File: src/l2_data_pkg.sv
/*
 * Word and line payloads. Word 0 of a line sits in the low bits.
 * Word index is taken from byte address bits 3:2.
 */
`default_nettype none

package l2_data_pkg;
	localparam int WORDS_PER_LINE = 4;

	typedef logic [31:0] l2_word_t;
	typedef l2_word_t [WORDS_PER_LINE-1:0] l2_line_t;
	typedef logic [$clog2(WORDS_PER_LINE)-1:0] l2_word_idx_t;
endpackage

`default_nettype wire

File: src/l2_geom_pkg.sv
/*
 * Cache geometry and byte address layout for a 32-bit address space.
 * Sizes here must agree with the NUM_SETS and NUM_WAYS module parameters.
 */
`default_nettype none

package l2_geom_pkg;
	localparam int L2_SETS = 16;
	localparam int L2_WAYS = 4;
	localparam int OFFSET_BITS = 4;
	localparam int SET_BITS = 4;
	// Whatever is left of the 32-bit address
	localparam int TAG_BITS = 32 - SET_BITS - OFFSET_BITS;

	typedef logic [SET_BITS-1:0] l2_set_idx_t;
	typedef logic [$clog2(L2_WAYS)-1:0] l2_way_idx_t;
	typedef logic [TAG_BITS-1:0] l2_tag_t;

	// Tag in the upper bits, byte offset in the lower bits
	typedef struct packed {
		l2_tag_t tag;
		l2_set_idx_t set_idx;
		logic [OFFSET_BITS-1:0] offset;
	} l2_addr_t;
endpackage

`default_nettype wire
File: src/l2_cache_arb.sv
/*
 * Fill beats request. A losing request waits in a single hold slot.
 * The source must not issue a new request while the slot is occupied and a fill is present.
 */
`timescale 1ns/1ps
`default_nettype none

module l2_cache_arb import l2_geom_pkg::*, l2_data_pkg::*;
(
	input wire clk,
	input wire reset,
	input wire req_en,
	input wire req_store,
	input wire l2_addr_t req_addr,
	input wire l2_word_t req_wdata,
	input wire fill_en,
	input wire l2_addr_t fill_addr,
	input wire l2_line_t fill_data,
	output logic arb_valid,
	output logic arb_is_fill,
	output logic arb_store,
	output l2_addr_t arb_addr,
	output l2_word_t arb_wdata,
	output l2_line_t arb_fill_data
);

	logic hold_valid;
	logic hold_store;
	l2_addr_t hold_addr;
	l2_word_t hold_wdata;
	logic hold_load;

	// New request must wait behind a fill or an older held request
	assign hold_load = req_en && (fill_en || hold_valid);

	always_ff @(posedge clk, posedge reset)
	begin
		if (reset)
		begin
			arb_valid <= 1'b0;
			arb_is_fill <= 1'b0;
			hold_valid <= 1'b0;
		end
		else
		begin
			arb_valid <= fill_en || hold_valid || req_en;
			arb_is_fill <= fill_en;
			// Slot drains only on a cycle without a fill
			hold_valid <= hold_load || (hold_valid && fill_en);
		end
	end

	always_ff @(posedge clk)
	begin
		if (fill_en)
		begin
			arb_store <= 1'b0;
			arb_addr <= fill_addr;
			arb_fill_data <= fill_data;
		end
		else if (hold_valid)
		begin
			arb_store <= hold_store;
			arb_addr <= hold_addr;
			arb_wdata <= hold_wdata;
		end
		else
		begin
			arb_store <= req_store;
			arb_addr <= req_addr;
			arb_wdata <= req_wdata;
		end

		if (hold_load)
		begin
			hold_store <= req_store;
			hold_addr <= req_addr;
			hold_wdata <= req_wdata;
		end
	end
endmodule

`default_nettype wire

File: config.mk
export PLATFORM = sky130hd
export DESIGN_NAME = l2_cache_arb
export DESIGN_NICKNAME = d
export VERILOG_FILES = /design/src/l2_data_pkg.sv /design/src/l2_geom_pkg.sv /design/src/l2_cache_arb.sv
export SDC_FILE = /design/constraint.sdc
export NUM_CORES = 1
export LEC_CHECK = 0
export ABC_AREA = 1
export BUFFER_PORTS_ARGS = -buffer_cell sky130_fd_sc_hd__buf_2
export CAP_MARGIN = 10
export CELL_PAD_IN_SITES_DETAIL_PLACEMENT = 1
export CELL_PAD_IN_SITES_GLOBAL_PLACEMENT = 1
export CORE_MARGIN = 3
export CORE_UTILIZATION = 32
export CTS_CLUSTER_DIAMETER = 50
export DETAILED_ROUTE_END_ITERATION = 12
export PLACE_DENSITY_LB_ADDON = 0.1
export SYNTH_ARGS = -nofsm -noshare
export SYNTH_HDL_FRONTEND = slang
export SYNTH_SLANG_ARGS = --single-unit
File: constraint.sdc
create_clock -name clk -period 2.5 [get_ports clk]
set_input_delay 0.375 -clock clk [delete_from_list [all_inputs] [get_ports clk]]
set_output_delay 0.375 -clock clk [all_outputs]
set_load 0.02 [all_outputs]
# [Word level (Yosys, flattened, before mapping)]
# Cells that the tools add are included.
[totals] mem_bits_rw=0 latch_bits=0 romBits=0 elab_cells=26 register_bits=261 mem_count=0
[op_classes] order_cmp=0 add_sub_neg=0 n_div=0 mux=4 reduce_logical=5 multipliers=0 bitwise_logic=0 n_eq_ne=0 n_shift=0
[ops] op="32-bit two-way mux" n=3
[ops] op="1-bit logical OR" n=3
[ops] op="1-bit logical AND" n=2
[ops] op="1-bit two-way mux" n=1

# [Logic depth before layout (Yosys ltp)]
# Gate-level depths: netlist (run 1).
[depth] word_depth=3 mapped_depth=5 depth_no_buf=4

# [Worst setup path before layout (run 1)]
# No wires, ideal clock.
[synth_timing] kind="register -> register" from="register hold_valid" to="register hold_addr[0] (netlist name) (enable)" synth_period_minus_slack_ps=2318 path_buffers=1 t_arrival_ps=1899 setup_slack_ps=182 stages_incl_launch_ff=4 path_cell_list="dfrtp_1 buf_4 o21ai_0 inv_1"
[synth_between] elab_chain_len=2
[synth_lines] item="from (decl)" line="l2_cache_arb.sv:27" text="logic hold_valid;"
[synth_lines] item="from (signal assigned)" line="l2_cache_arb.sv:49" text="hold_valid <= hold_load || (hold_valid && fill_en);"
[synth_lines] item="1-bit logical OR" line="l2_cache_arb.sv:34" text="assign hold_load = req_en && (fill_en || hold_valid);"
[synth_lines] item="1-bit logical AND" line="l2_cache_arb.sv:34"
[synth_lines] item="named net hold_load" line="l2_cache_arb.sv:31" text="logic hold_load;"
[synth_lines] item="to (signal assigned)" line="l2_cache_arb.sv:77" text="hold_addr <= req_addr;"
[synth_lines] item="to (decl)" line="l2_cache_arb.sv:29" text="l2_addr_t hold_addr;"
# The timed path passes the listed nets, and every way through them passes these cells.
# A chain may end at the register's enable or synchronous reset.

# [Final worst setup path (run 1)]
[layout_timing] from="register hold_valid" to="register hold_wdata[16] (enable)"
[layout_between] elab_chain_len=2
[layout_lines] item="1-bit logical OR" line="l2_cache_arb.sv:34"
[layout_lines] item="1-bit logical AND" line="l2_cache_arb.sv:34"
[layout_lines] item="named net hold_load" line="l2_cache_arb.sv:31"
[layout_lines] item="to (signal assigned)" line="l2_cache_arb.sv:78" text="hold_wdata <= req_wdata;"
[layout_lines] item="to (decl)" line="l2_cache_arb.sv:30" text="l2_word_t hold_wdata;"
# The timed path passes the listed nets, and every way through them passes these cells.

==> reports/results.tsv, run 1 <==
stage	metric	value	unit
sta	timing_hold_violations_final	0	
worst_setup_path	cp.required	2.62	ns
logic_synthesis	ys_seq_elements	261	
clock_tree	clock-sinks	261	
logic_synthesis	synthCells	612	
worst_setup_path	worst_setup_path_start_kind	register	
logic_synthesis	ys_warn_count	0	
sta	maxSlewViolCount	0	
logic_synthesis	avgSynthCellArea	14.5	µm²
sta	tns	0	ns
sta	max_freq	0.579	GHz
grt	grt_pass1_vias	6357	
clock_tree	postCtsSetupRepairBufs	0	
grt	overflow	0	
clock_tree	worstSkewPairLatency	0.49	ns
floorplan	die_h	173	µm
route	vias	6163	
floorplan	num_rows	60	
route	first_pass_iters	4	
worst_setup_path	ff2ff_path_depth	3	
power	power-per-cell-area	897	nW/µm²
route	ant_nets	0	
final_layout	fin_cells	1458	
sta	worstMarginPinSlew	0.805	ns
route	drc	0	
min_path	worstHoldPathCells	1	
sta	slew_headroom	46.3	%
power	irDropWorstVdd	509	µV
worst_setup_path	worstPathArrival	1.85	ns
final_layout	mostFrequentLayoutCells	buf_2, edfxtp_1, nand2_1	
final_layout	mostFrequentLayoutCell	buf_2	
placement	place_area	11500	µm²
worst_setup_path	worstReg2RegStart	hold_valid$_DFF_PP0_	
floorplan	die_w	173	µm
final_layout	fin_area	12600	µm²
sta	finalSetupViolCount	0	
grt	grt_usage	18.1	%
final_layout	drive_gt1_share	44.9	%
clock_tree	cts-root-buf	clkbuf_16	
logic_synthesis	ys_types	13	
worst_setup_path	r2r-end	hold_wdata[16]$_DFFE_PP_	
run	drv_cap	0	
floorplan	ios	424	
clock_tree	cts_tree	built	
route	vias_per_cell	4.23	
floorplan	die_area	29800	µm²
sta	finClkSkew	0.00944	ns
route	drt_iter0_drc	344	
final_layout	multi_input_area	1030	µm²
logic_synthesis	synth_area_leader_cell	edfxtp_1	
logic_synthesis	ys_seq_area_share	84.2	%
placement	dp.cells	1394	
sta	rsz0062_at_grt	false	
logic_synthesis	syn-cell-area	8890	µm²
clock_tree	htreeDepth	2	
worst_setup_path	worstSetupEndpointType	register	
final_layout	final_core_util	46.6	%
clock_tree	clockBufferDepth	3	
placement	routabilityCongestion	0.763	
run_status	outcome	finished clean	
clock_tree	cts_buffers	34	
grt	grt_pass1_wl	41.0	mm
placement	dp_hpwl	20.6	mm
route	routedWlPerCell	19.1	µm
floorplan	start_util	32.8	%
worst_setup_path	cp_max_fo	37	
logic_synthesis	syn_nets	841	
min_path	hp-class	in -> reg	
worst_setup_path	crit_type	reg -> reg	
clock_tree	post_cts_resized	0	
logic_synthesis	synth_top_area_share	76.0	%
sta	finalCriticalPeriod	1.73	ns
power	p_leak	5.85	nW
final_layout	area_growth	41.9	%
sta	fin_crit_sh	69.1	%
grt	antenna_found_initial	4	
logic_synthesis	netlist_top_cells_area	edfxtp_1, nand2_1, dfxtp_1, inv_1, nand3_1	
floorplan	coreArea	27100	µm²
clock_tree	clkTransAtPathRegs	0.06	ns
grt	grt_max_degree	146	
final_layout	regArea	7490	µm²
final_layout	final.fill_count	2928	
min_path	worstHoldStart	fill_data[44]	
placement	io_buffers	423	
clock_tree	hold_buffers	1	
route	wirelength	27.9	mm
final_layout	finalNetCount	1288	
worst_setup_path	rrSetupSlack	0.77	ns
min_path	min_to	arb_fill_data[44]$_DFFE_PP_	
==> worst max-delay path, cell delays in order, from the launching register on <==
cell and delay (ns):
dfrtp_2 0.60, o21ai_0 0.21, inv_2 0.09, buf_4 0.43
==> worst max path at each step <==
stage                                          end                  from  depth (start not counted)  slack (ns)
after detailed placement  hold_wdata[24]$_DFFE_PP_  hold_valid$_DFF_PP0_                          3        0.72
final                     hold_wdata[16]$_DFFE_PP_  hold_valid$_DFF_PP0_                          3        0.77
after global placement    hold_wdata[12]$_DFFE_PP_  hold_valid$_DFF_PP0_                          3        0.76
after CTS                 hold_wdata[30]$_DFFE_PP_  hold_valid$_DFF_PP0_                          3        0.70
after global routing      hold_wdata[16]$_DFFE_PP_  hold_valid$_DFF_PP0_                          3        0.65
after floorplan             hold_addr[0]$_DFFE_PP_  hold_valid$_DFF_PP0_                          3        0.18
==> flip-flops by register name, summed over array words and instances, names as in the netlist <==
register / cells
hold_wdata: 32
arb_valid: 1
arb_addr: 32
hold_store: 1
arb_wdata: 32
hold_valid: 1
arb_store: 1
arb_is_fill: 1
hold_addr: 32
arb_fill_data: 128
==> report_power, final <==
| group | total [mW] | switching (mW) | internal, mW |
|---|---|---|---|
| clock | 4.87 | 1.76 | 3.10 |
| combinational | 1.23 | 0.827 | 0.401 |
| sequential | 5.22 | 0.0936 | 5.13 |
| total | 11.3 | 2.68 | 8.63 |
==> cells in the mapped netlist <==
library cell	count
o21ai_0	3
buf_2	14
inv_2	2
nand3_1	32
dfxtp_1	33
buf_4	5
nand3b_1	1
clkbuf_1	2
inv_1	66
nand2_1	224
edfxtp_1	225
nor2_1	2
dfrtp_1	3
==> kinds of logic (layout without fill, tap and decap cells) <==
group	Yosys count	after routing	synth area share, %
AOI/OAI and AO/OA	3	3	0.169
buffers and inverters	89	559	4.16
DFF	261	261	84.2
other	0	4	0
and+or+nand+nor	259	259	11.4
==> per-stage QoR <==
stage          hold slack (ns)  power [mW]  setup slack (ns)
6_report                0.0531        11.3             0.774
4_1_cts                 0.0298        11.5             0.702
3_3_place_gp             0.254        6.53             0.761
2_1_floorplan            0.129        5.92             0.182
5_1_grt                 0.0262        11.8             0.649
3_5_place_dp             0.259        6.56             0.719
==> layer usage <==
metal	up-vias	GRT usage, %	share of wire (%)
li1	2942	-	-
met1	2924	19.6	37
met2	252	33.3	53
met3	43	6.15	8.0
met4	2	5.78	2.4
met5	-	0	0.047
==> final cells by class <==
type                    instances  share of cell area [%]
diodes                          4                  0.0793
clock buffers                  46                    7.92
clock inverters                13                    1.16
inverters                      68                    2.02
multi-input cells             262                    8.17
flip-flops and latches        261                    59.4
well taps                     372                    3.69
repair buffers                432                    17.6
Power figures use the tool's default switching activity.
==> inputs of run 2 (changes only) <==
Settings changed: CORE_UTILIZATION 32 to 36.
Clock period 2.5 ns to 1.7 ns, I/O delays scaled along.
==> run 2 against run 1 <==
Design area increased by 19%; sequential share of layout area is 9.3 points lower; utilization is 16 points higher; first-iteration DRC count is 52% higher; count of clock-buffer cells in the layout shrank 2; setup slack worse by 0.52 ns; final cell count up 13%; register-to-register slack got worse by 0.46 ns; combinational power increased by 93%; clock power increased by 59%; highest routed layer is now met4.
==> reports/results.tsv, run 2 (synthesis results as in run 1) <==
stage	metric	value	unit	change
clock_tree	worstSkewPairLatency	0.49	ns	about the same
min_path	worstHoldPathCells	3		+2
route	vias_per_cell	4.59		+8.6%
placement	routabilityCongestion	0.793		+3.9%
worst_setup_path	worstReg2RegStart	hold_valid$_DFF_PP0_		
power	swShare	25.0	%	+1.3 points
power	p_clk_share	43.3	%	+0.3 points
worst_setup_path	cp_max_fo	1		-97%
power	irDropWorstVdd	809	µV	+59%
placement	io_buffers	423		unchanged
power	seq_power_share	43.3	%	-2.8 points
route	ant_nets	0		unchanged
clock_tree	clockBufferDepth	3		unchanged
floorplan	ios	424		unchanged
worst_setup_path	worstSetupEndpointType	output pin		
worst_setup_path	worst_setup_path_start_kind	register		
worst_setup_path	cp.required	1.44	ns	-1.18 ns
clock_tree	clkTransAtPathRegs	0.07	ns	about the same
power	power-per-cell-area	1190	nW/µm²	+33%
clock_tree	clock-sinks	261		unchanged
worst_setup_path	critPathBufInv	1		-1
worst_setup_path	ff2ff_path_depth	5		+2
final_layout	largest-register	arb_fill_data		
final_layout	largest_reg_flops	128		unchanged
grt	overflow	0		unchanged
worst_setup_path	crit_path_cell_trace	buf_2		
worst_setup_path	r2r-end	arb_addr[28]$_DFF_P_		
sta	rsz0062_at_grt	false		
run_status	outcome	finished clean		
worst_setup_path	slowest_stage	edfxtp_1		
min_path	hp-class	in -> reg		
worst_setup_path	worstPathArrival	1.19	ns	-0.66 ns
final_layout	drive_gt1_share	37.7	%	-7.2 points
route	drt_iter0_drc	523		+52%
final_layout	finalNetCount	1518		+18%
sta	finalWorstSetupSlack	0.257	ns	-0.517 ns
placement	pre_cts_ws	0.287	ns	-0.432 ns
clock_tree	cts-root-buf	clkbuf_16		
final_layout	final_core_util	62.6	%	+16 points
sta	fin_crit_sh	84.9	%	
grt	antenna_found_initial	10		+6
final_layout	area_growth	68.3	%	
grt	grt_pass1_vias	8341		+31%
sta	finalCriticalPeriod	1.44	ns	
sta	max_freq	0.693	GHz	
sta	finalSetupViolCount	0		unchanged
final_layout	final.fill_count	2442		-17%
floorplan	die_w	163	µm	-5.5%
route	routedWlPerCell	22.7	µm	+19%
final_layout	mostFrequentLayoutCells	buf_2, dlygate4sd3_1, edfxtp_1		
sta	finClkSkew	0.0101	ns	+0.000632 ns
floorplan	coreArea	23900	µm²	-12%
floorplan	num_rows	56		-6.7%
floorplan	die_area	26600	µm²	-11%
grt	grt_pass1_wl	51.9	mm	+27%
sta	maxSlewViolCount	0		unchanged
power	p_int	13.4	mW	+55%
clock_tree	cts_buffers	34		unchanged
min_path	worstHoldStart	fill_en		
route	vias	7548		+22%
worst_setup_path	cpPeakStageDelay	0.48	ns	-0.12 ns
grt	grt_max_degree	62		-58%
floorplan	die_h	163	µm	-5.5%
route	wirelength	37.3	mm	+34%
worst_setup_path	crit_family	flip-flops		
worst_setup_path	rrSetupSlack	0.31	ns	-0.46 ns
clock_tree	cts_tree	built		
floorplan	start_util	37.2	%	+4.4 points
power	p_sw	4.47	mW	+66%
power	p_leak	6.85	nW	+17%
power	combPwrFrac	13.3	%	+2.4 points
clock_tree	htreeDepth	2		unchanged
final_layout	mostFrequentLayoutCell	buf_2		
run	drv_cap	0		unchanged
route	drc	0		unchanged
grt	grt_usage	26.3	%	+8.2 points
sta	timing_hold_violations_final	0		unchanged
sta	worstMarginPinSlew	0.522	ns	-0.283 ns
sta	slew_headroom	65.2	%	+19 points
route	first_pass_iters	4		unchanged
min_path	min_to	arb_addr[29]$_DFF_P_		
placement	dp_hpwl	20.7	mm	+0.61%
worst_setup_path	crit_type	reg -> out		
## run 2: worst reg2reg max path, cell delays in order, from the launching register on
cell     delay (ns)
dfrtp_2        0.44
inv_2          0.22
buf_12         0.29
nand2_1        0.11
nand3_1        0.11
nand2_1        0.09
## run 2: power by group through the flow
| stage | clock [mW] | combinational [mW] | sequential [mW] |
|---|---|---|---|
| 2_1_floorplan | 0 | 0.392 | 8.33 |
| 3_3_place_gp | 0 | 1.83 | 7.78 |
| 3_5_place_dp | 0 | 1.86 | 7.80 |
| 4_1_cts | 7.69 | 2.32 | 7.68 |
| 5_1_grt | 8.16 | 2.54 | 7.76 |
| 6_report | 7.73 | 2.38 | 7.73 |
## run 2: timing repair
action,4_1_cts,5_1_grt
hold endpoints to repair,228,0
buffers inserted,0,0
hold buffers,226,0
resized for setup,0,0
## run 2: per-stage QoR
stage | instance area (µm²) | hold slack, ns | cells | setup TNS (ns) | power [mW]
5_1_grt | 15000 | 0.0359 | 1644 | 0 | 18.5
6_report | 15000 | 0.0371 | 1644 | 0 | 17.8
2_1_floorplan | 8910 | 0.00864 | 612 | -20.62 | 8.72
3_3_place_gp | 11500 | 0.149 | 1346 | 0 | 9.61
4_1_cts | 14900 | 0.0262 | 1633 | 0 | 17.7
3_5_place_dp | 11500 | 0.153 | 1346 | 0 | 9.66
## run 2: area by class of cell
class / instances / area (µm²) / area share [%]
multi-input combinational: 262 / 1040 / 6.96
clock buffer: 44 / 952 / 6.36
clock inverter: 17 / 246 / 1.65
sequential: 261 / 7490 / 50.1
tap: 319 / 399 / 2.67
antenna: 11 / 27.5 / 0.184
inverter: 68 / 259 / 1.73
timing repair buffer: 662 / 4550 / 30.4
## run 2: metal layers
metal	GRT usage (%)	share of wire [%]	vias up
li1	-	-	3412
met1	26.8	34	3731
met2	49.1	55	332
met3	7.53	7.4	73
met4	12.3	3.6	0
met5	0	0	-
## run 2: how the worst max path moves through the flow
| stage | from | end | slack [ns] | cells past startpoint |
|---|---|---|---|---|
| after floorplan | hold_valid$_DFF_PP0_ | hold_addr[0]$_DFFE_PP_ | -0.32 | 3 |
| after global placement | fill_en | arb_fill_data[97]$_DFFE_PP_ | 0.29 | 3 |
| after detailed placement | fill_en | arb_fill_data[97]$_DFFE_PP_ | 0.29 | 3 |
| after CTS | hold_valid$_DFF_PP0_ | hold_wdata[17]$_DFFE_PP_ | 0.31 | 3 |
| after global routing | hold_valid$_DFF_PP0_ | arb_addr[28]$_DFF_P_ | 0.23 | 5 |
| final | arb_fill_data[102]$_DFFE_PP_ | arb_fill_data[102] | 0.26 | 1 |
