--- config.mk ---
export PLATFORM = sky130hd
export DESIGN_NAME = l2_cache_tag
export DESIGN_NICKNAME = d
export VERILOG_FILES = /design/src/l2_data_pkg.sv /design/src/l2_geom_pkg.sv /design/src/l2_cache_tag.sv /design/src/cache_lru.sv /design/src/sram_1r1w.sv
export SDC_FILE = /design/constraint.sdc
export NUM_CORES = 2
export LEC_CHECK = 0
export BUFFER_PORTS_ARGS = -buffer_cell sky130_fd_sc_hd__buf_2
export CAP_MARGIN = 20
export CORE_MARGIN = 10
export CORE_UTILIZATION = 55
export CTS_CLUSTER_DIAMETER = 150
export DETAILED_ROUTE_END_ITERATION = 8
export PLACE_DENSITY = 0.74
export SYNTH_ARGS = -nofsm -noshare
export SYNTH_HDL_FRONTEND = slang
export SYNTH_SLANG_ARGS = --single-unit
--- constraint.sdc ---
create_clock -name clk -period 9.6 [get_ports clk]
set_input_delay 1.44 -clock clk [delete_from_list [all_inputs] [get_ports clk]]
set_output_delay 1.44 -clock clk [all_outputs]
set_load 0.01 [all_outputs]
--- src/l2_data_pkg.sv ---
/*
 * Word and line payloads. Word 0 of a line sits in the low bits.
 * Word index is taken from byte address bits 3:2.
 */
`default_nettype none

package l2_data_pkg;
	localparam int WORDS_PER_LINE = 4;

	typedef logic [31:0] l2_word_t;
	typedef l2_word_t [WORDS_PER_LINE-1:0] l2_line_t;
	typedef logic [$clog2(WORDS_PER_LINE)-1:0] l2_word_idx_t;
endpackage

`default_nettype wire

--- src/l2_geom_pkg.sv ---
/*
 * Cache geometry and byte address layout for a 32-bit address space.
 * Sizes here must agree with the NUM_SETS and NUM_WAYS module parameters.
 */
`default_nettype none

package l2_geom_pkg;
	localparam int L2_SETS = 16;
	localparam int L2_WAYS = 4;
	localparam int OFFSET_BITS = 4;
	localparam int SET_BITS = 4;
	// Whatever is left of the 32-bit address
	localparam int TAG_BITS = 32 - SET_BITS - OFFSET_BITS;

	typedef logic [SET_BITS-1:0] l2_set_idx_t;
	typedef logic [$clog2(L2_WAYS)-1:0] l2_way_idx_t;
	typedef logic [TAG_BITS-1:0] l2_tag_t;

	// Tag in the upper bits, byte offset in the lower bits
	typedef struct packed {
		l2_tag_t tag;
		l2_set_idx_t set_idx;
		logic [OFFSET_BITS-1:0] offset;
	} l2_addr_t;
endpackage

`default_nettype wire
--- src/l2_cache_tag.sv ---
/*
 * Tag stage. Reads per-way tag, dirty and valid state plus the LRU victim
 * for the set of the incoming item. Updates from the read stage in the
 * same cycle are visible, so back-to-back items to one set stay coherent.
 */
`timescale 1ns/1ps
`default_nettype none

module l2_cache_tag import l2_geom_pkg::*, l2_data_pkg::*;
#(
	parameter int NUM_SETS = L2_SETS,
	parameter int NUM_WAYS = L2_WAYS
)(
	input wire clk,
	input wire reset,

	// Item from arbitration
	input wire arb_valid,
	input wire arb_is_fill,
	input wire arb_store,
	input wire l2_addr_t arb_addr,
	input wire l2_word_t arb_wdata,
	input wire l2_line_t arb_fill_data,

	// Metadata updates from the read stage
	input wire [NUM_WAYS-1:0] update_tag_en,
	input wire l2_set_idx_t update_set,
	input wire update_valid,
	input wire l2_tag_t update_tag,
	input wire [NUM_WAYS-1:0] update_dirty_en,
	input wire update_dirty_value,
	input wire update_lru_en,
	input wire l2_way_idx_t update_lru_way,

	// Registered item and its metadata
	output logic tag_item_valid,
	output logic tag_is_fill,
	output logic tag_store,
	output l2_addr_t tag_addr,
	output l2_word_t tag_wdata,
	output l2_line_t tag_fill_data,
	output logic [NUM_WAYS-1:0] tag_valid,
	output l2_tag_t tag_value[NUM_WAYS],
	output logic [NUM_WAYS-1:0] tag_dirty,
	output l2_way_idx_t lru_victim
);

	// One valid bit per set and way
	logic [NUM_SETS-1:0] line_valid[NUM_WAYS];

	cache_lru #(
		.NUM_SETS(NUM_SETS),
		.NUM_WAYS(NUM_WAYS)
	) lru_i (
		.clk,
		.reset,
		.access_en(arb_valid),
		.access_set(arb_addr.set_idx),
		.update_en(update_lru_en),
		.update_set(update_set),
		.update_way(update_lru_way),
		.victim_way(lru_victim)
	);

	for (genvar w = 0; w < NUM_WAYS; w++)
	begin : g_way
		// Tags, new data on a same-set update
		sram_1r1w #(
			.SIZE(NUM_SETS),
			.DATA_T(l2_tag_t),
			.READ_NEW(1'b1)
		) tag_sram_i (
			.clk,
			.read_en(arb_valid),
			.read_addr(arb_addr.set_idx),
			.read_data(tag_value[w]),
			.write_en(update_tag_en[w]),
			.write_addr(update_set),
			.write_data(update_tag)
		);

		sram_1r1w #(
			.SIZE(NUM_SETS),
			.DATA_T(logic),
			.READ_NEW(1'b1)
		) dirty_sram_i (
			.clk,
			.read_en(arb_valid),
			.read_addr(arb_addr.set_idx),
			.read_data(tag_dirty[w]),
			.write_en(update_dirty_en[w]),
			.write_addr(update_set),
			.write_data(update_dirty_value)
		);
	end

	always_ff @(posedge clk, posedge reset)
	begin
		if (reset)
		begin
			for (int w = 0; w < NUM_WAYS; w++)
				line_valid[w] <= '0;
			tag_valid <= '0;
			tag_item_valid <= 1'b0;
			tag_is_fill <= 1'b0;
		end
		else
		begin
			for (int w = 0; w < NUM_WAYS; w++)
			begin
				if (arb_valid)
				begin
					// Bypass a valid write to the same set
					if (update_tag_en[w] && update_set == arb_addr.set_idx)
						tag_valid[w] <= update_valid;
					else
						tag_valid[w] <= line_valid[w][arb_addr.set_idx];
				end
				if (update_tag_en[w])
					line_valid[w][update_set] <= update_valid;
			end
			tag_item_valid <= arb_valid;
			tag_is_fill <= arb_is_fill;
		end
	end

	// Item payload, qualified by tag_item_valid
	always_ff @(posedge clk)
	begin
		tag_store <= arb_store;
		tag_addr <= arb_addr;
		tag_wdata <= arb_wdata;
		tag_fill_data <= arb_fill_data;
	end
endmodule

`default_nettype wire

--- src/cache_lru.sv ---
/*
 * True LRU per set kept as one rank per way, rank 0 is least recent.
 * An update in the same cycle as an access to that set is seen by the access.
 * Reset order is way 0 oldest up to the last way newest.
 */
`timescale 1ns/1ps
`default_nettype none

module cache_lru #(
	parameter int NUM_SETS = 16,
	parameter int NUM_WAYS = 4,
	localparam int SET_W = $clog2(NUM_SETS),
	localparam int WAY_W = $clog2(NUM_WAYS)
)(
	input wire clk,
	input wire reset,
	input wire access_en,
	input wire [SET_W-1:0] access_set,
	input wire update_en,
	input wire [SET_W-1:0] update_set,
	input wire [WAY_W-1:0] update_way,
	output logic [WAY_W-1:0] victim_way
);

	logic [WAY_W-1:0] rank[NUM_SETS][NUM_WAYS];
	logic [WAY_W-1:0] new_rank[NUM_WAYS];
	logic [WAY_W-1:0] access_rank[NUM_WAYS];
	logic [WAY_W-1:0] oldest_way;

	// Ranks of the updated set after the touched way moves to the top
	always_comb
	begin
		for (int w = 0; w < NUM_WAYS; w++)
		begin
			if (w == int'(update_way))
				new_rank[w] = WAY_W'(NUM_WAYS - 1);
			else if (rank[update_set][w] > rank[update_set][update_way])
				new_rank[w] = rank[update_set][w] - 1'b1;
			else
				new_rank[w] = rank[update_set][w];
		end
	end

	// Bypass, then pick the way with rank 0
	always_comb
	begin
		oldest_way = '0;
		for (int w = 0; w < NUM_WAYS; w++)
		begin
			if (update_en && update_set == access_set)
				access_rank[w] = new_rank[w];
			else
				access_rank[w] = rank[access_set][w];
			if (access_rank[w] == '0)
				oldest_way = WAY_W'(w);
		end
	end

	always_ff @(posedge clk, posedge reset)
	begin
		if (reset)
		begin
			for (int s = 0; s < NUM_SETS; s++)
				for (int w = 0; w < NUM_WAYS; w++)
					rank[s][w] <= WAY_W'(w);
			victim_way <= '0;
		end
		else
		begin
			if (update_en)
				rank[update_set] <= new_rank;
			if (access_en)
				victim_way <= oldest_way;
		end
	end
endmodule

`default_nettype wire

--- src/sram_1r1w.sv ---
/*
 * One read port and one write port, read data registered on read_en.
 * READ_NEW picks written or stored data when both ports hit one entry.
 * Contents are undefined after power-up.
 */
`timescale 1ns/1ps
`default_nettype none

module sram_1r1w #(
	parameter int SIZE = 16,
	parameter type DATA_T = logic,
	parameter bit READ_NEW = 1'b0,
	localparam int ADDR_BITS = $clog2(SIZE)
)(
	input wire clk,
	input wire read_en,
	input wire [ADDR_BITS-1:0] read_addr,
	output DATA_T read_data,
	input wire write_en,
	input wire [ADDR_BITS-1:0] write_addr,
	input wire DATA_T write_data
);

	DATA_T mem[SIZE];

	always_ff @(posedge clk)
	begin
		if (write_en)
			mem[write_addr] <= write_data;

		if (read_en)
		begin
			// Same entry written this cycle
			if (READ_NEW && write_en && write_addr == read_addr)
				read_data <= write_data;
			else
				read_data <= mem[read_addr];
		end
	end
endmodule

`default_nettype wire

# Word level (Yosys, flattened, before mapping)
# Memories as Yosys holds them, arrays and structs flattened. A register that Yosys moved wholly into a read port is not among the register bits.
# Index checks and enable logic that the tools add are counted.
[word_totals] register_bits=393 ramBits=1600 inputBits=238 out_inout_bits=301 wordCells=182 memories=8
[op_classes] addsub=4 order_cmp=11 eq_ne=4 mux=60 bitwise=3 reduce_logical=11
[mem_list] name="g_way[0].tag_sram_i.mem" depth=16 word_bits=24 read_ports=1 rd_clocked_by_memory_dff=1 wr=1 line_no="sram_1r1w.sv:24" text="DATA_T mem[SIZE];"
[mem_list] name="g_way[1].tag_sram_i.mem" depth=16 word_bits=24 read_ports=1 rd_clocked_by_memory_dff=1 wr=1 line_no="sram_1r1w.sv:24"
[mem_list] name="g_way[2].tag_sram_i.mem" depth=16 word_bits=24 read_ports=1 rd_clocked_by_memory_dff=1 wr=1 line_no="sram_1r1w.sv:24"
[mem_list] name="g_way[3].tag_sram_i.mem" depth=16 word_bits=24 read_ports=1 rd_clocked_by_memory_dff=1 wr=1 line_no="sram_1r1w.sv:24"
[mem_list] name="g_way[0].dirty_sram_i.mem" depth=16 word_bits=1 read_ports=1 rd_clocked_by_memory_dff=1 wr=1 line_no="sram_1r1w.sv:24"
[mem_list] name="g_way[1].dirty_sram_i.mem" depth=16 word_bits=1 read_ports=1 rd_clocked_by_memory_dff=1 wr=1 line_no="sram_1r1w.sv:24"
[mem_list] name="2 more memories"
[op_table] op="$bwmux 128" n=1
[op_table] op="$bmux 8 s4" n=2
[op_table] op="$bwmux 16" n=4
[op_table] op="$demux 8 s4" n=1
[op_table] op="$mux 2" n=15
[op_table] op="$mux 1" n=26
[op_table] op="$mux 8" n=3
[op_table] op="$bmux 1 s4" n=4
[op_table] op="$mux 6" n=2
[op_table] op="$ge 5x5->1 const B" n=2
[op_table] op="$lt 4x5->1 const B" n=2
[op_table] op="$not 4->5" n=2
[op_table] op="$gt 2x2->1" n=4
[op_table] op="$logic_not 2->1" n=4
[op_table] op="$sub 2x1->2 const B" n=4
[op_table] op="$logic_and 1x1->1" n=7
[op_table] op="$lt 5x1->1 const B" n=1
[op_table] op="$bmux 2 s2" n=1
[op_table] op="$demux 1 s4" n=1
[op_table] op="$eq 2x2->1 const A" n=2
[op_table] op="$eq 4x4->1" n=1
[op_table] op="$ge 4x1->1 const B" n=1
[op_table] op="$ge 3x3->1 const B" n=1
[op_table] op="$not 2->3" n=1
[op_table] op="$eq 1x2->1 const A" n=1

# Longest topological paths before layout
[logic_depth] word_depth=15 depth_mapped=19 ltp_nobuf=14

# Hierarchy
# A second synthesis with hierarchy kept.
[unflattened] hier_cells=4062 hier_area_um2=80805.0
[modules_own_cells] module="sram_1r1w (g_way[1].tag_sram_i ...)" n_inst=3 cells_per_inst=664 area_per_inst_um2=15771.4 seq_area_each_um2=12251.8
[modules_own_cells] module="sram_1r1w (g_way[0].tag_sram_i)" n_inst=1 cells_per_inst=664 area_per_inst_um2=15775.1 seq_area_each_um2=12251.8
[modules_own_cells] module="l2_cache_tag" n_inst=1 cells_per_inst=501 area_per_inst_um2=7467.2 seq_area_each_um2=5615.4
[modules_own_cells] module="cache_lru" n_inst=1 cells_per_inst=685 area_per_inst_um2=6940.4 seq_area_each_um2=3333.2
[modules_own_cells] module="sram_1r1w (g_way[0].dirty_sram_i ...)" n_inst=4 cells_per_inst=55 area_per_inst_um2=827.0 seq_area_each_um2=510.5

# Worst setup path before layout
# No wires, ideal clock.
[synth_path] path_kind="input -> register" from="input port update_set[0]" to="register lru_i.victim_way[0]" setup_time_ns=0.077 t_arrival_ns=4.692 t_required_ns=9.523 setup_slack_ns=4.830 path_stages=16 path_buffers=4 cell_sequence="buf_6 > buf_8 > buf_4 > mux4_2 > mux4_2 > inv_1 > mux4_2 > ha_1 > nor2b_1 > o21ai_0 > nor2_1 > and3b_1 > buf_2 > a32oi_1 > a311o_1 > a21oi_1"
[synth_between] elab_chain_cells=15 word_cells_on_any_way=30 cone_classes="3 x add/sub; 3 x order compare; 1 x eq/ne; 18 x mux; 1 x bitwise; 4 x reduce/logical"
[synth_rtl] element="start: declaration" line_no="l2_cache_tag.sv:27" text="input wire l2_set_idx_t update_set,"
[synth_rtl] element="$not 4->5 (implied by the code)" line_no="cache_lru.sv:37, cache_lru.sv:38, cache_lru.sv:40"
[synth_rtl] element="$bmux 8 s4" line_no="cache_lru.sv:37, cache_lru.sv:38, cache_lru.sv:40"
[synth_rtl] element="$mux 8 (implied by the code) (2 in series)" line_no="cache_lru.sv:37" text="else if (rank[update_set][w] > rank[update_set][update_way])"
[synth_rtl] element="$bmux 2 s2" line_no="cache_lru.sv:37"
[synth_rtl] element="$mux 2 (implied by the code) (2 in series)" line_no="cache_lru.sv:37"
[synth_rtl] element="$gt 2x2->1" line_no="cache_lru.sv:37"
[synth_rtl] element="$mux 2" line_no="cache_lru.sv:37"
[synth_rtl] element="$mux 2" line_no="cache_lru.sv:35" text="if (w == int'(update_way))"
[synth_rtl] element="$mux 2" line_no="cache_lru.sv:50" text="if (update_en && update_set == access_set)"
[synth_rtl] element="$logic_not 2->1" line_no="cache_lru.sv:54" text="if (access_rank[w] == '0)"
[synth_rtl] element="$mux 1" line_no="cache_lru.sv:54"
[synth_rtl] element="$mux 2" line_no="cache_lru.sv:54"
[synth_rtl] element="$mux 2 *" line_no="cache_lru.sv:54"
[synth_rtl] element="end signal: assignment" line_no="cache_lru.sv:73" text="victim_way <= oldest_way;"
[synth_rtl] element="end: declaration" line_no="cache_lru.sv:22" text="output logic [WAY_W-1:0] victim_way"
# Mark *: on every way between the ends. The rest lies on a longest branch, timed or not. The select of a mux whose other input is x is not followed.
# A chain may end at the register's enable or synchronous reset.

# Worst setup path in the final report
# Same ends and word-level chain as after synthesis.

==> reports/results.tsv <==
metric	value	unit
status	completed	
rsz0062_at_grt	false	
cts_resized	0	
async_flop_share	0.09556	
endpoint_kind	flip-flop	
relSlewSlack	0.2333	
clk_transition_reported_paths	0.06	ns
placed_area	83940	um2
cts_buffers	206	
final.setup.tns	0	ns
antenna_found_initial	29	
fp.dieH	398.5	um
first_pass_iters	5	
hp-class	flip-flop to flip-flop	
stdcell_area	91040	um2
syn_to_final_growth	15.54	%
crit-reg2reg-capture	lru_i.victim_way[0]$_DFFE_PP0P_	
via_count	39230	
power_density	230.7	nW/um2
dp_hpwl	101400	um
setup_viol_count_final	0	
finalNetCount	4551	
preCtsSetupSlack	3.633	ns
multi_input_area	17880	um2
cts-root-buf	clkbuf_16	
worst-slew-pin-transition	1.144	ns
ir_worst_vdd	0.1730	mV
hold_viol	0	
synth.area.top_cells	edfxtp_1 (65%), mux4_2 (15%), dfxtp_1 (4.9%), dfrtp_1 (4.3%), mux2_2 (2.4%)	
htreeDepth	4	
synth_top_area_share	0.6479	
clockBufferDepth	3	
numPortBuffers	538	
n_fill_cell	9489	
clk_latency	0.82	ns
core_area	141900	um2
grt_pass1_vias	40720	
synth_seq_area_share	0.7614	
arrival	5.98	ns
syn_area_per_cell	21.57	um2
worst_slack	4.350	ns
dieWidth	398.5	um
netlist_area	78800	um2
regToRegStartpoint	lru_i.rank[41]$_DFFE_PP1P_	
syn_nets	3899	
critPathKind	input port to flip-flop	
cts_tree	done	
r2r_slack	5.43	ns
yosys_warnings	0	
leakage	31.18	nW
start_util	0.5552	
whs_path_depth	1	
gp_congestion	0.8537	
syn_inst	3653	
finClkSkew	0.01796	ns
r2r_cells	12	
maxSlewViolCount	0	
grt_pass1_wl	279800	um
seqCellArea	60000	um2
drt_wl_total	191500	um
cp_max_fo	42	
cts_setup_buffers	0	
synth_cell_type_count	61	
timing.final.crit_share	0.5469	
maxCapViolCount	0	
endpoint	lru_i.victim_way[0]$_DFFE_PP0P_	
fp-row-count	138	
grt.overflow.total	0	
pin_count	539	
ys_ff_latch	2093	
dieArea	158800	um2
grt_max_degree	123	
synth-edff-count	1700	
wl_per_cell	30.02	um
grt_usage	0.2409	
routed_via_density	6.150	
startpoint_type	input port	
cp.required	10.33	ns
drt_iter0_markers	4618	
drc	0	
cts_sinks	2093	
drtAntennaViolNets	0	
yosysTopAreaCell	edfxtp_1	
clock.fmax	190.5	MHz
ys.flop_type	edfxtp_1	
drive_gt1_frac	0.3923	
setup.worst_path.start	update_set[0]	
cts_hold_buf	0	
layout_min_cycle_time	5.250	ns
==> report_power, final <==
part           switching, mW  internal (mW)
Clock                   3.34           4.92
Combinational           1.07          0.872
Sequential             0.325           10.5
Total                   4.74           16.3
==> how the worst min path moves through the flow <==
stage                               startpoint                          to  slack (ns)
finish               line_valid[9]$_DFFE_PP0P_   line_valid[9]$_DFFE_PP0P_        0.50
global route         line_valid[6]$_DFFE_PP0P_   line_valid[6]$_DFFE_PP0P_        0.52
CTS                 line_valid[30]$_DFFE_PP0P_  line_valid[30]$_DFFE_PP0P_        0.50
detailed placement  line_valid[62]$_DFFE_PP0P_  line_valid[62]$_DFFE_PP0P_        0.49
global placement    line_valid[39]$_DFFE_PP0P_  line_valid[39]$_DFFE_PP0P_        0.48
floorplan           line_valid[10]$_DFFE_PP0P_  line_valid[10]$_DFFE_PP0P_        0.48
==> registers in the layout, indices dropped and copies added (netlist names), 2 cells and up <==
name	cells
g_way.tag_sram_i.mem	1536
lru_i.rank	128
tag_fill_data	128
g_way.tag_sram_i.read_data	96
g_way.dirty_sram_i.mem	64
line_valid	64
tag_addr	32
tag_wdata	32
g_way.dirty_sram_i.read_data	4
tag_valid	4
lru_i.victim_way	2
==> per-layer routing <==
metal  vias to the layer above  routed length (um)  track usage
li1                      16230                   -            -
met1                     20640               71100       0.3234
met2                      2044               96380       0.3961
met3                       294               19630      0.06247
met4                        26                4182      0.06096
met5                         -                 182            0
==> layout make-up <==
class	count	share of cell area
sequential	2093	0.6590
multi-input combinational	1337	0.1964
clock buffer	264	0.06197
timing repair buffer	657	0.04098
tap	1890	0.02597
clock inverter	120	0.01498
inverter	10	0.0004947
antenna	8	0.0002199
==> metrics by stage <==
| step | hold slack, ns | utilization | power [mW] | cells |
|---|---|---|---|---|
| after floorplan | 0.4752 | - | 12.19 | 3653 |
| after global placement | 0.4842 | 0.5914 | 12.85 | 5982 |
| after detailed placement | 0.4901 | 0.5914 | 12.92 | 5982 |
| after CTS | 0.5039 | 0.6408 | 21.15 | 6366 |
| after global routing | 0.5202 | 0.6413 | 21.71 | 6372 |
| final | 0.5027 | 0.6415 | 21.01 | 6379 |
==> worst max-delay path, stage by stage <==
cell      delay (ns)
buf_2           0.07
buf_4           0.56
mux4_1          0.67
a22o_1          0.25
a221oi_1        0.49
mux4_2          0.42
ha_1            0.25
nor2b_1         0.13
o21ai_0         0.20
nor2_1          0.10
and3b_1         0.65
a32oi_1         0.25
a311o_1         0.31
a21oi_1         0.16
==> synthesized netlist by cell type, types with 2 or more instances <==
cell,count
and2_0,3
dfstp_2,64
nor2_4,2
a211oi_1,9
xor2_1,5
edfxtp_1,1700
mux2i_1,10
o22ai_1,2
xnor2_1,2
mux4_4,2
or3_1,2
nor4_1,6
buf_2,26
nor2b_1,5
and2_1,146
mux2_2,165
a31oi_1,17
a211o_1,2
o41ai_1,2
mux4_1,16
inv_1,9
buf_1,50
a21oi_1,130
buf_4,15
dfxtp_1,193
mux4_2,537
o21ai_0,8
nand2b_1,6
nor3_1,29
buf_6,3
ha_1,8
nand2_1,21
clkbuf_1,117
a22o_1,3
nor3b_1,4
nor2_1,171
dfrtp_1,136
a221oi_1,3
a221oi_2,2
==> placed cells by master, fill, tap and decap left out, types with 5 or more instances in the layout <==
cell type and count:
a211oi_1 9, a21oi_1 130, a31oi_1 17, and2_1 144
buf_12 6, buf_2 533, buf_4 110, bufinv_16 29
clkbuf_1 37, clkbuf_16 212, clkbuf_8 14, clkinv_1 35
clkinv_2 33, clkinv_4 7, clkinvlp_4 8, dfrtp_1 136
dfstp_2 64, dfxtp_1 193, diode_2 8, edfxtp_1 1700
ha_1 8, inv_1 8, inv_6 6, mux2_2 165
mux2i_1 10, mux4_1 16, mux4_2 537, nand2_1 21
nand2b_1 6, nor2_1 171, nor2b_1 5, nor3_1 24
nor3_2 5, nor4_1 5, o21ai_0 8, xor2_1 5
==> logic make-up after synthesis <==
group	after synthesis	synth area share
buffers and inverters	223	0.01219
AOI/OAI and AO/OA	187	0.01378
DFF	2093	0.7614
xor gates and xnor gates	8	0.0009846
adders and majority gates	8	0.001270
and+or+nand+nor	404	0.02604
muxes	730	0.1843
No activity file was read; power rests on OpenSTA's default activity.
